===== src/include/fds_cfg.svh =====
// mapper register map and disk geometry, included by the decode, disk port and bank map blocks
`ifndef FDS_CFG_SVH
`define FDS_CFG_SVH

// timer and control registers, CPU write side
`define FDS_TIMER_LO_ADDR    16'h4020
`define FDS_TIMER_HI_ADDR    16'h4021
`define FDS_TIMER_CTRL_ADDR  16'h4022
`define FDS_REG_EN_ADDR      16'h4023
`define FDS_DISK_CTRL_ADDR   16'h4025
`define FDS_SIDE_ADDR        16'h4027  // extra register, disk side select

// status registers, CPU read side
`define FDS_IRQ_STAT_ADDR    16'h4030
`define FDS_DRIVE_STAT_ADDR  16'h4032
`define FDS_EXT_STAT_ADDR    16'h4033
`define FDS_SAVED_ADDR       16'h4208
`define FDS_BUSY_ADDR        16'h4029

// disk data port, read in pairs by the patched BIOS
`define FDS_READ_LO_ADDR     16'hF4D0
`define FDS_READ_HI_ADDR     16'hF4D1
`define FDS_WRITE_LO_ADDR    16'hF4CD
`define FDS_WRITE_HI_ADDR    16'hF4CE

`define FDS_DISK_HEADER_BYTES 16     // image header ahead of side 0
`define FDS_SIDE_BYTES        65500  // bytes per disk side

`define FDS_EXT_STAT_VALUE    8'h80

`endif

===== src/design/fds_disk_pkg.sv =====
// disk transfer side types: handshake states and the status bundle of the disk port
package fds_disk_pkg;

	// two-step handshake at the low then high data port address
	typedef enum logic [1:0] {
		xfer_idle,
		xfer_lo_seen,
		xfer_active
	} fds_xfer_state_e;

	typedef struct packed {
		logic [17:0] rom_offset;       // pointer plus side offset into the image
		logic        disk_end;         // pointer at last byte of side
		logic        transfer_active;  // either machine in xfer_active
		logic        saved;
		logic        vertical;         // mirroring select
	} fds_disk_status_t;

endpackage


===== src/design/fds_bus_pkg.sv =====
// CPU bus side types: one bus cycle and the decoded register selects built from it
package fds_bus_pkg;

	// one CPU bus cycle as seen on clk20
	typedef struct packed {
		logic        cycle;  // one clk20 per CPU cycle
		logic        write;
		logic [15:0] addr;
		logic [7:0]  wdata;
	} fds_cpu_bus_t;

	// per-register access flags, qualified with cycle and direction
	typedef struct packed {
		logic timer_lo_wr;
		logic timer_hi_wr;
		logic timer_ctrl_wr;
		logic reg_en_wr;
		logic disk_ctrl_wr;
		logic side_wr;
		logic irq_stat_rd;
		logic drive_stat_rd;
		logic ext_stat_rd;
		logic saved_rd;
		logic busy_rd;
		logic data_lo_rd;   // read port low byte
		logic data_hi_rd;
		logic write_lo_rd;  // write port low byte, also a CPU read
		logic write_hi_rd;
	} fds_reg_sel_t;

endpackage


===== src/design/fds_mapper_top.sv =====
// disk-system mapper top level; ties the decode, timer, disk port and bank map together
`timescale 1ns/10ps

module fds_mapper_top (
	input  logic                      clk20,
	input  logic                      reset,
	input  fds_bus_pkg::fds_cpu_bus_t cpu,
	input  logic [7:0]                ram_rdata,
	input  logic [13:0]               chr_addr,
	input  logic [1:0]                diskside,
	input  logic                      fds_busy,
	input  logic                      fds_eject,
	output logic [7:0]                rdata,
	output logic                      bus_drive,
	output logic                      prg_allow,
	output logic [21:0]               ram_addr,
	output logic                      chr_a10,
	output logic                      ciram_ce,
	output logic                      irq,
	output logic [1:0]                diskside_auto
);

	fds_bus_pkg::fds_reg_sel_t      sel;
	fds_disk_pkg::fds_disk_status_t disk;

	fds_reg_decode u_decode (
		.cpu (cpu),
		.sel (sel)
	);

	fds_timer_irq u_timer (
		.clk20 (clk20),
		.reset (reset),
		.cycle (cpu.cycle),
		.sel   (sel),
		.wdata (cpu.wdata),
		.irq   (irq)
	);

	fds_disk_port u_disk (
		.clk20    (clk20),
		.reset    (reset),
		.cycle    (cpu.cycle),
		.sel      (sel),
		.wdata    (cpu.wdata),
		.diskside (diskside),
		.disk     (disk)
	);

	fds_prg_map u_map (
		.clk20 (clk20), .reset (reset),
		.cpu (cpu), .sel (sel), .disk (disk), .irq (irq),
		.ram_rdata (ram_rdata), .chr_addr (chr_addr),
		.fds_busy (fds_busy), .fds_eject (fds_eject),
		.rdata (rdata), .bus_drive (bus_drive), .prg_allow (prg_allow),
		.ram_addr (ram_addr), .chr_a10 (chr_a10), .ciram_ce (ciram_ce),
		.diskside_auto (diskside_auto)
	);

endmodule


===== src/design/fds_prg_map.sv =====
// CPU readback mux, PRG permission and bank map, CHR mirroring and the disk side register
`timescale 1ns/10ps
`include "fds_cfg.svh"

module fds_prg_map (
	input  logic                           clk20,
	input  logic                           reset,
	input  fds_bus_pkg::fds_cpu_bus_t      cpu,
	input  fds_bus_pkg::fds_reg_sel_t      sel,
	input  fds_disk_pkg::fds_disk_status_t disk,
	input  logic                           irq,
	input  logic [7:0]                     ram_rdata,
	input  logic [13:0]                    chr_addr,
	input  logic                           fds_busy,
	input  logic                           fds_eject,
	output logic [7:0]                     rdata,
	output logic                           bus_drive,
	output logic                           prg_allow,
	output logic [21:0]                    ram_addr,
	output logic                           chr_a10,
	output logic                           ciram_ce,
	output logic [1:0]                     diskside_auto
);

	logic       port_lo_rd;
	logic       port_hi_rd;
	logic [5:0] prg_bank;  // ram_addr bits 18..13

	// data port readback only while no transfer owns the port
	assign port_lo_rd = (sel.data_lo_rd | sel.write_lo_rd) & ~disk.transfer_active;
	assign port_hi_rd = (sel.data_hi_rd | sel.write_hi_rd) & ~disk.transfer_active;

	always_comb begin
		bus_drive = 1'b1;
		if (sel.irq_stat_rd)
			rdata = {7'd0, irq};
		else if (sel.drive_stat_rd)
			rdata = {5'd0, fds_eject, disk.disk_end, fds_eject};
		else if (sel.ext_stat_rd)
			rdata = `FDS_EXT_STAT_VALUE;
		else if (sel.saved_rd)
			rdata = {7'd0, disk.saved};
		else if (sel.busy_rd)
			rdata = {7'd0, ~fds_busy};  // zero means busy
		else if (port_lo_rd)
			rdata = disk.rom_offset[7:0];
		else if (port_hi_rd)
			rdata = {3'b111, disk.rom_offset[12:8]};
		else begin
			rdata     = ram_rdata;
			bus_drive = 1'b0;
		end
	end

	// writes to 6000-DFFF or during a transfer, reads from 6000-FFFF except the port
	assign prg_allow = (cpu.write & (disk.transfer_active |
	                                 (cpu.addr[15] ^ (&cpu.addr[14:13])))) |
	                   (~cpu.write & ((cpu.addr[15] & ~port_lo_rd & ~port_hi_rd) |
	                                  (cpu.addr[15:13] == 3'b011)));

	// E000 region: BIOS, or the disk image while a transfer is active
	always_comb begin
		if (cpu.addr[15:13] == 3'b111)
			prg_bank = {1'b1, disk.rom_offset[17:13]} & {6{disk.transfer_active}};
		else
			prg_bank = {4'b0001, cpu.addr[14:13]};  // work RAM
	end

	assign ram_addr = {{3{prg_bank[5]}}, prg_bank, cpu.addr[12:0]};

	// nametable mirroring
	assign chr_a10  = !chr_addr[13] ? chr_addr[10] :
	                  (disk.vertical ? chr_addr[10] : chr_addr[11]);
	assign ciram_ce = chr_addr[13];

	always_ff @(posedge clk20) begin
		if (reset)
			diskside_auto <= 2'd0;
		else if (sel.side_wr)
			diskside_auto <= cpu.wdata[1:0];
	end

endmodule


===== src/design/fds_disk_port.sv =====
// disk transfer port: read and write handshakes, disk pointer, side offset and drive control
`timescale 1ns/10ps
`include "fds_cfg.svh"

module fds_disk_port (
	input  logic                          clk20,
	input  logic                          reset,
	input  logic                          cycle,
	input  fds_bus_pkg::fds_reg_sel_t     sel,
	input  logic [7:0]                    wdata,
	input  logic [1:0]                    diskside,
	output fds_disk_pkg::fds_disk_status_t disk
);

	fds_disk_pkg::fds_xfer_state_e rd_state;
	fds_disk_pkg::fds_xfer_state_e wr_state;
	logic [15:0] disk_pos;
	logic [17:0] side_offset;
	logic        disk_end;
	logic        write_en;
	logic        vertical;
	logic        disk_reset;  // held pointer clear
	logic        saved;

	// header + side bytes * side
	assign side_offset = 18'(`FDS_DISK_HEADER_BYTES) + 18'(`FDS_SIDE_BYTES) * 18'(diskside);
	assign disk_end    = (disk_pos == 16'(`FDS_SIDE_BYTES - 1));

	always_ff @(posedge clk20) begin
		if (reset) begin
			rd_state   <= fds_disk_pkg::xfer_idle;
			wr_state   <= fds_disk_pkg::xfer_idle;
			disk_pos   <= 16'd0;
			write_en   <= 1'b0;
			vertical   <= 1'b0;
			disk_reset <= 1'b0;
			saved      <= 1'b0;
		end else begin
			if (cycle) begin
				if (sel.data_lo_rd)
					rd_state <= fds_disk_pkg::xfer_lo_seen;
				else if (sel.data_hi_rd && rd_state == fds_disk_pkg::xfer_lo_seen)
					rd_state <= fds_disk_pkg::xfer_active;
				else
					rd_state <= fds_disk_pkg::xfer_idle;

				if (sel.write_lo_rd && write_en)
					wr_state <= fds_disk_pkg::xfer_lo_seen;
				else if (sel.write_hi_rd && wr_state == fds_disk_pkg::xfer_lo_seen)
					wr_state <= fds_disk_pkg::xfer_active;
				else
					wr_state <= fds_disk_pkg::xfer_idle;

				if (wr_state == fds_disk_pkg::xfer_active)
					saved <= 1'b1;

				if (disk_reset)
					disk_pos <= 16'd0;
				else if (rd_state == fds_disk_pkg::xfer_active && !disk_end)
					disk_pos <= disk_pos + 16'd1;  // one byte per completed read
			end

			if (sel.disk_ctrl_wr) begin
				disk_reset <= wdata[1];
				write_en   <= ~wdata[2];
				vertical   <= ~wdata[3];
				if (wdata[1])
					disk_pos <= 16'd0;  // clear takes effect on the write itself
			end
		end
	end

	assign disk.rom_offset      = 18'(disk_pos) + side_offset;
	assign disk.disk_end        = disk_end;
	assign disk.transfer_active = (rd_state == fds_disk_pkg::xfer_active) |
	                              (wr_state == fds_disk_pkg::xfer_active);
	assign disk.saved           = saved;
	assign disk.vertical        = vertical;

endmodule


===== src/design/fds_timer_irq.sv =====
// 16-bit timer IRQ with reload latch, repeat mode and master enable, stepped once per CPU strobe
`timescale 1ns/10ps

module fds_timer_irq (
	input  logic                      clk20,
	input  logic                      reset,
	input  logic                      cycle,   // CPU strobe, timer tick
	input  fds_bus_pkg::fds_reg_sel_t sel,
	input  logic [7:0]                wdata,
	output logic                      irq
);

	logic [15:0] timer_latch;
	logic [15:0] timer;
	logic        repeat_mode;
	logic        timer_en;
	logic        reg_en;  // master enable

	always_ff @(posedge clk20) begin
		if (reset) begin
			timer_latch <= 16'd0;
			timer       <= 16'd0;
			repeat_mode <= 1'b0;
			timer_en    <= 1'b0;
			reg_en      <= 1'b0;
			irq         <= 1'b0;
		end else begin
			if (cycle && timer_en) begin
				if (timer == 16'd0) begin
					irq   <= 1'b1;
					timer <= timer_latch;
					if (!repeat_mode)
						timer_en <= 1'b0;  // one-shot stops here
				end else begin
					timer <= timer - 16'd1;
				end
			end

			if (sel.timer_lo_wr)
				timer_latch[7:0] <= wdata;
			if (sel.timer_hi_wr)
				timer_latch[15:8] <= wdata;

			// register writes override the count above
			if (sel.timer_ctrl_wr) begin
				repeat_mode <= wdata[0];
				timer_en    <= wdata[1] & reg_en;
				if (wdata[1] && reg_en)
					timer <= timer_latch;
				else
					irq <= 1'b0;
			end

			if (sel.reg_en_wr) begin
				reg_en <= wdata[0];
				if (!wdata[0]) begin
					timer_en <= 1'b0;
					irq      <= 1'b0;
				end
			end

			if (sel.irq_stat_rd)
				irq <= 1'b0;  // acknowledge by status read
		end
	end

endmodule


===== src/design/fds_reg_decode.sv =====
// address decode of the mapper registers; one select flag per access for the other blocks
`timescale 1ns/10ps
`include "fds_cfg.svh"

module fds_reg_decode (
	input  fds_bus_pkg::fds_cpu_bus_t cpu,
	output fds_bus_pkg::fds_reg_sel_t sel
);

	logic wr;
	logic rd;

	assign wr = cpu.cycle & cpu.write;
	assign rd = cpu.cycle & ~cpu.write;

	// write side
	assign sel.timer_lo_wr   = wr & (cpu.addr == `FDS_TIMER_LO_ADDR);
	assign sel.timer_hi_wr   = wr & (cpu.addr == `FDS_TIMER_HI_ADDR);
	assign sel.timer_ctrl_wr = wr & (cpu.addr == `FDS_TIMER_CTRL_ADDR);
	assign sel.reg_en_wr     = wr & (cpu.addr == `FDS_REG_EN_ADDR);
	assign sel.disk_ctrl_wr  = wr & (cpu.addr == `FDS_DISK_CTRL_ADDR);
	assign sel.side_wr       = wr & (cpu.addr == `FDS_SIDE_ADDR);

	// status reads
	assign sel.irq_stat_rd   = rd & (cpu.addr == `FDS_IRQ_STAT_ADDR);
	assign sel.drive_stat_rd = rd & (cpu.addr == `FDS_DRIVE_STAT_ADDR);
	assign sel.ext_stat_rd   = rd & (cpu.addr == `FDS_EXT_STAT_ADDR);
	assign sel.saved_rd      = rd & (cpu.addr == `FDS_SAVED_ADDR);
	assign sel.busy_rd       = rd & (cpu.addr == `FDS_BUSY_ADDR);

	// data port, both directions are driven by CPU reads
	assign sel.data_lo_rd    = rd & (cpu.addr == `FDS_READ_LO_ADDR);
	assign sel.data_hi_rd    = rd & (cpu.addr == `FDS_READ_HI_ADDR);
	assign sel.write_lo_rd   = rd & (cpu.addr == `FDS_WRITE_LO_ADDR);
	assign sel.write_hi_rd   = rd & (cpu.addr == `FDS_WRITE_HI_ADDR);

endmodule


===== config.mk =====
export PLATFORM = sky130hd
export DESIGN_NAME = fds_mapper_top
export DESIGN_NICKNAME = d
export VERILOG_FILES = /design/src/design/fds_disk_pkg.sv /design/src/design/fds_bus_pkg.sv /design/src/design/fds_mapper_top.sv /design/src/design/fds_prg_map.sv /design/src/design/fds_disk_port.sv /design/src/design/fds_timer_irq.sv /design/src/design/fds_reg_decode.sv
export VERILOG_INCLUDE_DIRS = /design/src /design/src/include
export SDC_FILE = /design/constraint.sdc
export NUM_CORES = 1
export LEC_CHECK = 0
export ABC_AREA = 1
export BUFFER_PORTS_ARGS = -buffer_cell sky130_fd_sc_hd__buf_2
export CELL_PAD_IN_SITES_DETAIL_PLACEMENT = 1
export CELL_PAD_IN_SITES_GLOBAL_PLACEMENT = 2
export CORE_MARGIN = 2
export CORE_UTILIZATION = 30
export CTS_BUF_LIST = sky130_fd_sc_hd__clkbuf_4 sky130_fd_sc_hd__clkbuf_8
export DETAILED_ROUTE_END_ITERATION = 12
export PLACE_DENSITY_LB_ADDON = 0.15
export SLEW_MARGIN = 40
export SYNTH_ARGS = -nofsm -noshare
export SYNTH_HDL_FRONTEND = slang
export SYNTH_SLANG_ARGS = --single-unit

===== constraint.sdc =====
create_clock -name clk20 -period 7.5 [get_ports clk20]
set_clock_uncertainty 0.2 [all_clocks]
set_input_delay 1.5 -clock clk20 [delete_from_list [all_inputs] [get_ports clk20]]
set_output_delay 1.5 -clock clk20 [all_outputs]
set_load 0.02 [all_outputs]

Yosys cells after proc, flatten, opt, wreduce, memory -nomap -nowiden
Index checks and enable logic that the tools add are counted.

operators by class
  eq/ne operators = 22
  bitwise gates (word level) = 39
  mux-type cells = 42
  multipliers = 1
  add/subtract/negate cells = 4
  reductions and logical operators = 11

operators by type and width
  cell                                                 number
  == test 16 x 15 -> 1 bit (second input constant)     11
  two-way mux 16 bit                                   9
  == test 16 bit (second input constant)               5
  two-way mux 8 bit                                    7
  AND 1 bit                                            24
  two-way mux 1 bit                                    21
  adder 16 x 18 -> 18 bit                              1
  adder 5 x 18 -> 18 bit (first input constant)        1
  adder 16 x 1 -> 16 bit (second input constant)       1
  zero test 16 bit                                     1
  multiplier 14 x 2 -> 16 bit (first input constant)   1
  subtractor 16 x 1 -> 16 bit (second input constant)  1
  two-way mux 2 bit                                    4
  NOT 1 bit                                            7
  AND 6 bit                                            1
  logical AND 1 bit                                    6
  two-way mux 6 bit                                    1
  bitwise OR 1 bit                                     6
  == test 2 x 1 -> 1 bit (second input constant)       2
  == test 2 bit (second input constant)                2
  AND reduction 2 bit                                  2
  == test 3 x 2 -> 1 bit (second input constant)       1
  == test 3 bit (second input constant)                1
  OR reduction 2 bit                                   1
  other kinds (2)                                      2

storage, ports and cells
  input port bits = 54
  logic and storage cells = 134
  register bits = 62

Depth between registers and ports, before layout
  depth after elaboration = 12
  depth in mapped cells = 18
  depth with buffers taken out = 18

By module
Synthesis repeated with hierarchy kept, for this count alone.

second synthesis, totals
  cell total of the unflattened synthesis = 814
  area total of the unflattened synthesis = 5198.7 sq um

by module, submodules not included
  module          cells each  instances  sequential area each (sq um)  area each (sq um)
  fds_disk_port   298         1          480.5                         2142.1
  fds_timer_irq   299         1          720.7                         1978.1
  fds_prg_map     125         1          40.0                          686.9
  fds_reg_decode  92          1          0.0                           391.6

Worst setup path before layout
Ideal clock, no wire load.

  path kind = input port to output port
  from = input port diskside[0]
  to = output port ram_addr[17]
  path buffers = 0
  required time = 5800 ps
  arrival time = 4037 ps
  slack = 1763 ps
  stages on the path = 14
  cells stage by stage = inv_1 -> ha_1 -> ha_1 -> ha_1 -> fa_1 -> a21oi_1 -> o21ai_0 -> nand3_1 -> nand3_1 -> nand2_1 -> inv_1 -> o21ai_0 -> nand3_1 -> a21boi_0

between the ends
  longest elaborated chain between the ends = 5

RTL lines
  element                      line                  source
  start, declared              fds_mapper_top.sv:10  input logic [1:0] diskside,
  multiplier 14 x 2 -> 16 bit  fds_disk_port.sv:26   assign side_offset = 18'(`FDS_DISK_HEADER_BYTES) + 18'(`FDS_SIDE_BYTES) * 18'(diskside);
  adder 5 x 18 -> 18 bit       fds_disk_port.sv:26
  adder 16 x 18 -> 18 bit      fds_disk_port.sv:73   assign disk.rom_offset = 18'(disk_pos) + side_offset;
  AND 6 bit                    fds_prg_map.sv:64     prg_bank = {1'b1, disk.rom_offset[17:13]} & {6{disk.transfer_active}};
  two-way mux 6 bit            fds_prg_map.sv:63     if (cpu.addr[15:13] == 3'b111)
  end, declared                fds_mapper_top.sv:16  output logic [21:0] ram_addr,

No other way between the ends.

Worst setup path in the final report
Same ends and word-level chain as after synthesis.

==> impl.org <==
** Logic synthesis
- Proportion of synthesized area in mux cells :: 0.00202
- In the synthesized netlist the async set-or-reset flop fraction comes to 0.
- EDFF count, synth :: 0
- Cell area after technology mapping :: just under 0.005 mm^2
- Adder-cell share of the synthesized area :: 0.0973
- Compound-Gate Fraction of Synth Area :: 0.165
- In this run, distinct cell masters in the synthesized netlist total 52.
- Of the synthesized area, sequential elements account for 0.250.
- Yosys printed 0 warnings.
- Main combinational cell family by area after synthesis :: simple AND/OR/NAND/NOR gates
- The most used flip-flop cell after synthesis is sky130_fd_sc_hd__dfxtp_1.
- Synthesis-stage register bit count :: just over 60
- Synthesis produced 739 cells.
- Of the total synthesized cell area, the portion taken by XOR and XNOR cells is 0.0335.
- Syn Nets :: ~830
- Area share of and/or/nand/nor cells after synthesis :: 0.325
- Avg Cell Area, Syn :: between 6 and 7 um^2

** Worst setup path
- Of all nets on the critical path, the largest fanout is 4.
- Critical Path End Type :: output port
- Setup crit start kind :: input port
- R2R Path End :: u_timer.timer[12]
- Worst setup path class :: input port to output port
- Critical path data required time :: roughly 5.8 ns
- Across all register-to-register paths, the minimum setup slack is 5.17 ns.
- Measured in cells, the most critical reg-to-reg path has a length of 8.
- Data arrival at the endpoint of the critical path :: 4.33 ns
- R2R Path Start :: u_timer.timer[2]

** Finish
- Measured on the finished design, the core utilization comes to 0.347.
- Cell area after layout :: approximately 0.0057 mm^2
- # fillers :: 2,199
- From synthesis to final layout, the design area changed by 14.4%.
- Commonest non-fill, non-tap cells in the layout :: sky130_fd_sc_hd__nand2_1 (118), sky130_fd_sc_hd__inv_1 (108), sky130_fd_sc_hd__nor2_1 (84)
- Most common cell after layout, fill and taps aside :: sky130_fd_sc_hd__nand2_1
- In the final layout, the share of cells above drive strength 1 is 0.173.
- The repair_antennas step left the layout with diodes totalling 0.
- At the end of the flow, the number of nets in the layout was about 900.

** Place
- Routability congestion estimate from global placement :: between 0.8 and 0.9
- Number of buffers added on ports :: around 80
- Worst slack after detailed placement :: 1.45 ns
- Detailed Place HPWL :: 13.2 mm
- Total cell area at the placement stage :: between 0.005 and 0.006 mm^2

** Timing
- Across all hold checks on the routed design, the worst slack comes to 0.248 ns.
- Fin worst setup slack :: 1.47 ns
- Of the available clock period, the critical path in the final layout requires 0.804.
- Minimum period implied by the final worst setup slack :: a little over 6 ns
- Final setup viols :: 0
- Peak clock frequency supported by timing :: roughly 170 MHz
- At the pin with the least slew margin, the transition time is just under 0.8 ns.
- After routing, the total negative slack on setup checks comes to 0 ns.
- Unrepaired setup endpoints after global routing :: false
- The final count of pins violating max slew was 0.
- Final number of hold-violating endpoints :: 0
- Normalized max-slew margin :: 0.476

** Global routing
- Aggregate global routing overflow :: 0
- Across every metal layer, demand over resource in global routing totals 0.185.
- The first global-routing pass estimated ~26 mm of wire.
- Via count of the first global-routing pass :: about 5,000
- Entering global routing, the biggest net connects 27 pins.
- Antenna violations before repair :: 0

** Detailed routing
- The first TritonRoute pass finished after 6 iterations.
- In this run the remaining antenna-violating nets after routing total 0.
- Via Count :: between 4,000 and 5,000
- In the routed layout, each cell is associated on average with a via count of about 4.8.
- DR DRC count :: 0
- Final wirelength :: about 16 mm
- For this block, the initial DRC count from the detailed router was between 100 and 150.
- Dividing the detail-routed wire length by the instance count gives approximately 16 um.

** Pwr
- IR analysis of the VDD net gives a maximum drop of about 0.077 mV.
- Leakage power :: 2.70 nW
- In this run the power density over the cells is roughly 140 mW/mm^2.

** Floorplan
- Count of pins on the block boundary :: approximately 90
- The initialized floorplan defines 47 standard-cell rows.
- The floorplan step defined a die boundary enclosing ~0.018 mm^2.
- Area of the placeable core :: approximately 0.016 mm^2
- Starting density of the core :: 0.304
- Floorplan die width :: 133 um
- Measured along the y axis, the die boundary spans approximately 130 um.

** Clock tree
- Hold repair after CTS inserted 0 buffers.
- In this run the deepest clock path goes through 2 buffers.
- H-tree lvl count :: 3
- Post-CTS repair changed the size of 0 cells.
- At the later pin of the worst-skew pair, clock insertion delay measures 0.35 ns.
- Total setup buffers inserted after CTS :: 0
- Clock tree synthesis found a total of just over 60 sinks.
- TritonCTS built the clock tree.
- Clock-pin slew was measured on the worst setup and hold paths at 0.08 ns.
- Number of buffers created by CTS :: 9
- The root buffer cell chosen for the clock tree is sky130_fd_sc_hd__clkbuf_8.

** Min path
- Type of the tightest min-delay check :: flip-flop to flip-flop
- Along the worst hold path, the cell count comes to 2.
- For hold timing, the worst endpoint is u_timer.timer_latch[11].
- Hold Startpoint :: u_timer.timer_latch[11]

** Run status
- The flow ran to the end, and the final reports show no timing, DRC or antenna violations.

** Job
- Count of maximum capacitance violations :: 0
## stage by stage
step	power [mW]	std cells
floorplan	0.407	739
global placement	0.444	1012
detailed placement	0.446	1012
CTS	0.785	1028
global route	0.810	1028
finish	0.772	1028
## cells in the mapped netlist, drive strengths merged (12+ instances only)
cell / n / area [um^2]
a211oi: 12 / 90.1
a21oi: 57 / 289
buf: 22 / 165
dfxtp: 62 / 1240
ha: 37 / 463
inv: 120 / 450
nand2: 127 / 504
nand3: 49 / 245
nand4: 22 / 165
nor2: 98 / 447
nor3: 23 / 148
o21ai: 44 / 224
xor2: 14 / 123
## cell families after synthesis
logic type,Yosys count
and+or+nand+nor,331
buffers and inverters,146
AOI/OAI and AO/OA,142
DFF,62
adders and majority gates,38
xor gates and xnor gates,19
muxes,1
## worst max-delay path: stages
cell and delay, ns:
sky130_fd_sc_hd__buf_2 0.13, sky130_fd_sc_hd__inv_1 0.07, sky130_fd_sc_hd__ha_1 0.31, sky130_fd_sc_hd__ha_1 0.28
sky130_fd_sc_hd__ha_1 0.24, sky130_fd_sc_hd__fa_1 0.44, sky130_fd_sc_hd__a21oi_1 0.14, sky130_fd_sc_hd__o21ai_0 0.16
sky130_fd_sc_hd__nand3_1 0.13, sky130_fd_sc_hd__nand3_1 0.09, sky130_fd_sc_hd__nand2_1 0.07, sky130_fd_sc_hd__inv_1 0.05
sky130_fd_sc_hd__o21ai_0 0.22, sky130_fd_sc_hd__nand3_1 0.09, sky130_fd_sc_hd__a21boi_0 0.20, sky130_fd_sc_hd__buf_2 0.19
## area by class of cell
class	count	area [um^2]	share of cell area
Timing Repair Buffer	79	395	0.0697
Inverter	120	450	0.0794
Clock inverter	6	85.1	0.0150
Clock buffer	10	138	0.0243
Multi-Input combinational cell	531	3090	0.545
Sequential cell	62	1240	0.219
Tap cell	220	275	0.0485
## layer usage
layer  track usage  vias to the layer above  wire length (um)
li1              -                     2571                 -
met1         0.261                     2336              8150
met2         0.303                       62              7330
met3        0.0307                        8               364
met4        0.0299                        0               133
met5             0                        -                 0
## state kept, by name (all words and copies together) (netlist names), 2 cells and up
register,flops
u_disk.disk_pos,16
u_timer.timer,16
u_map.diskside_auto,2
u_disk.wr_state,2
u_timer.timer_latch,16
u_disk.rd_state,2
## worst max-delay path by stage
stage	from	endpoint	slack (ns)	depth (start not counted)
after floorplan	diskside[0]	ram_addr[17]	1.76	14
after global placement	diskside[0]	rdata[2]	1.52	15
after detailed placement	diskside[0]	ram_addr[17]	1.45	16
after CTS	diskside[0]	ram_addr[17]	1.44	16
after global routing	diskside[0]	ram_addr[17]	1.14	16
final	diskside[0]	ram_addr[17]	1.47	16
## power breakdown
group          total [mW]  switching, mW  internal [mW]
logic               0.107         0.0728         0.0344
clock network       0.335          0.140          0.195
registers           0.330       0.000389          0.329
total               0.772          0.213          0.559
Power figures use the tool's default switching activity.
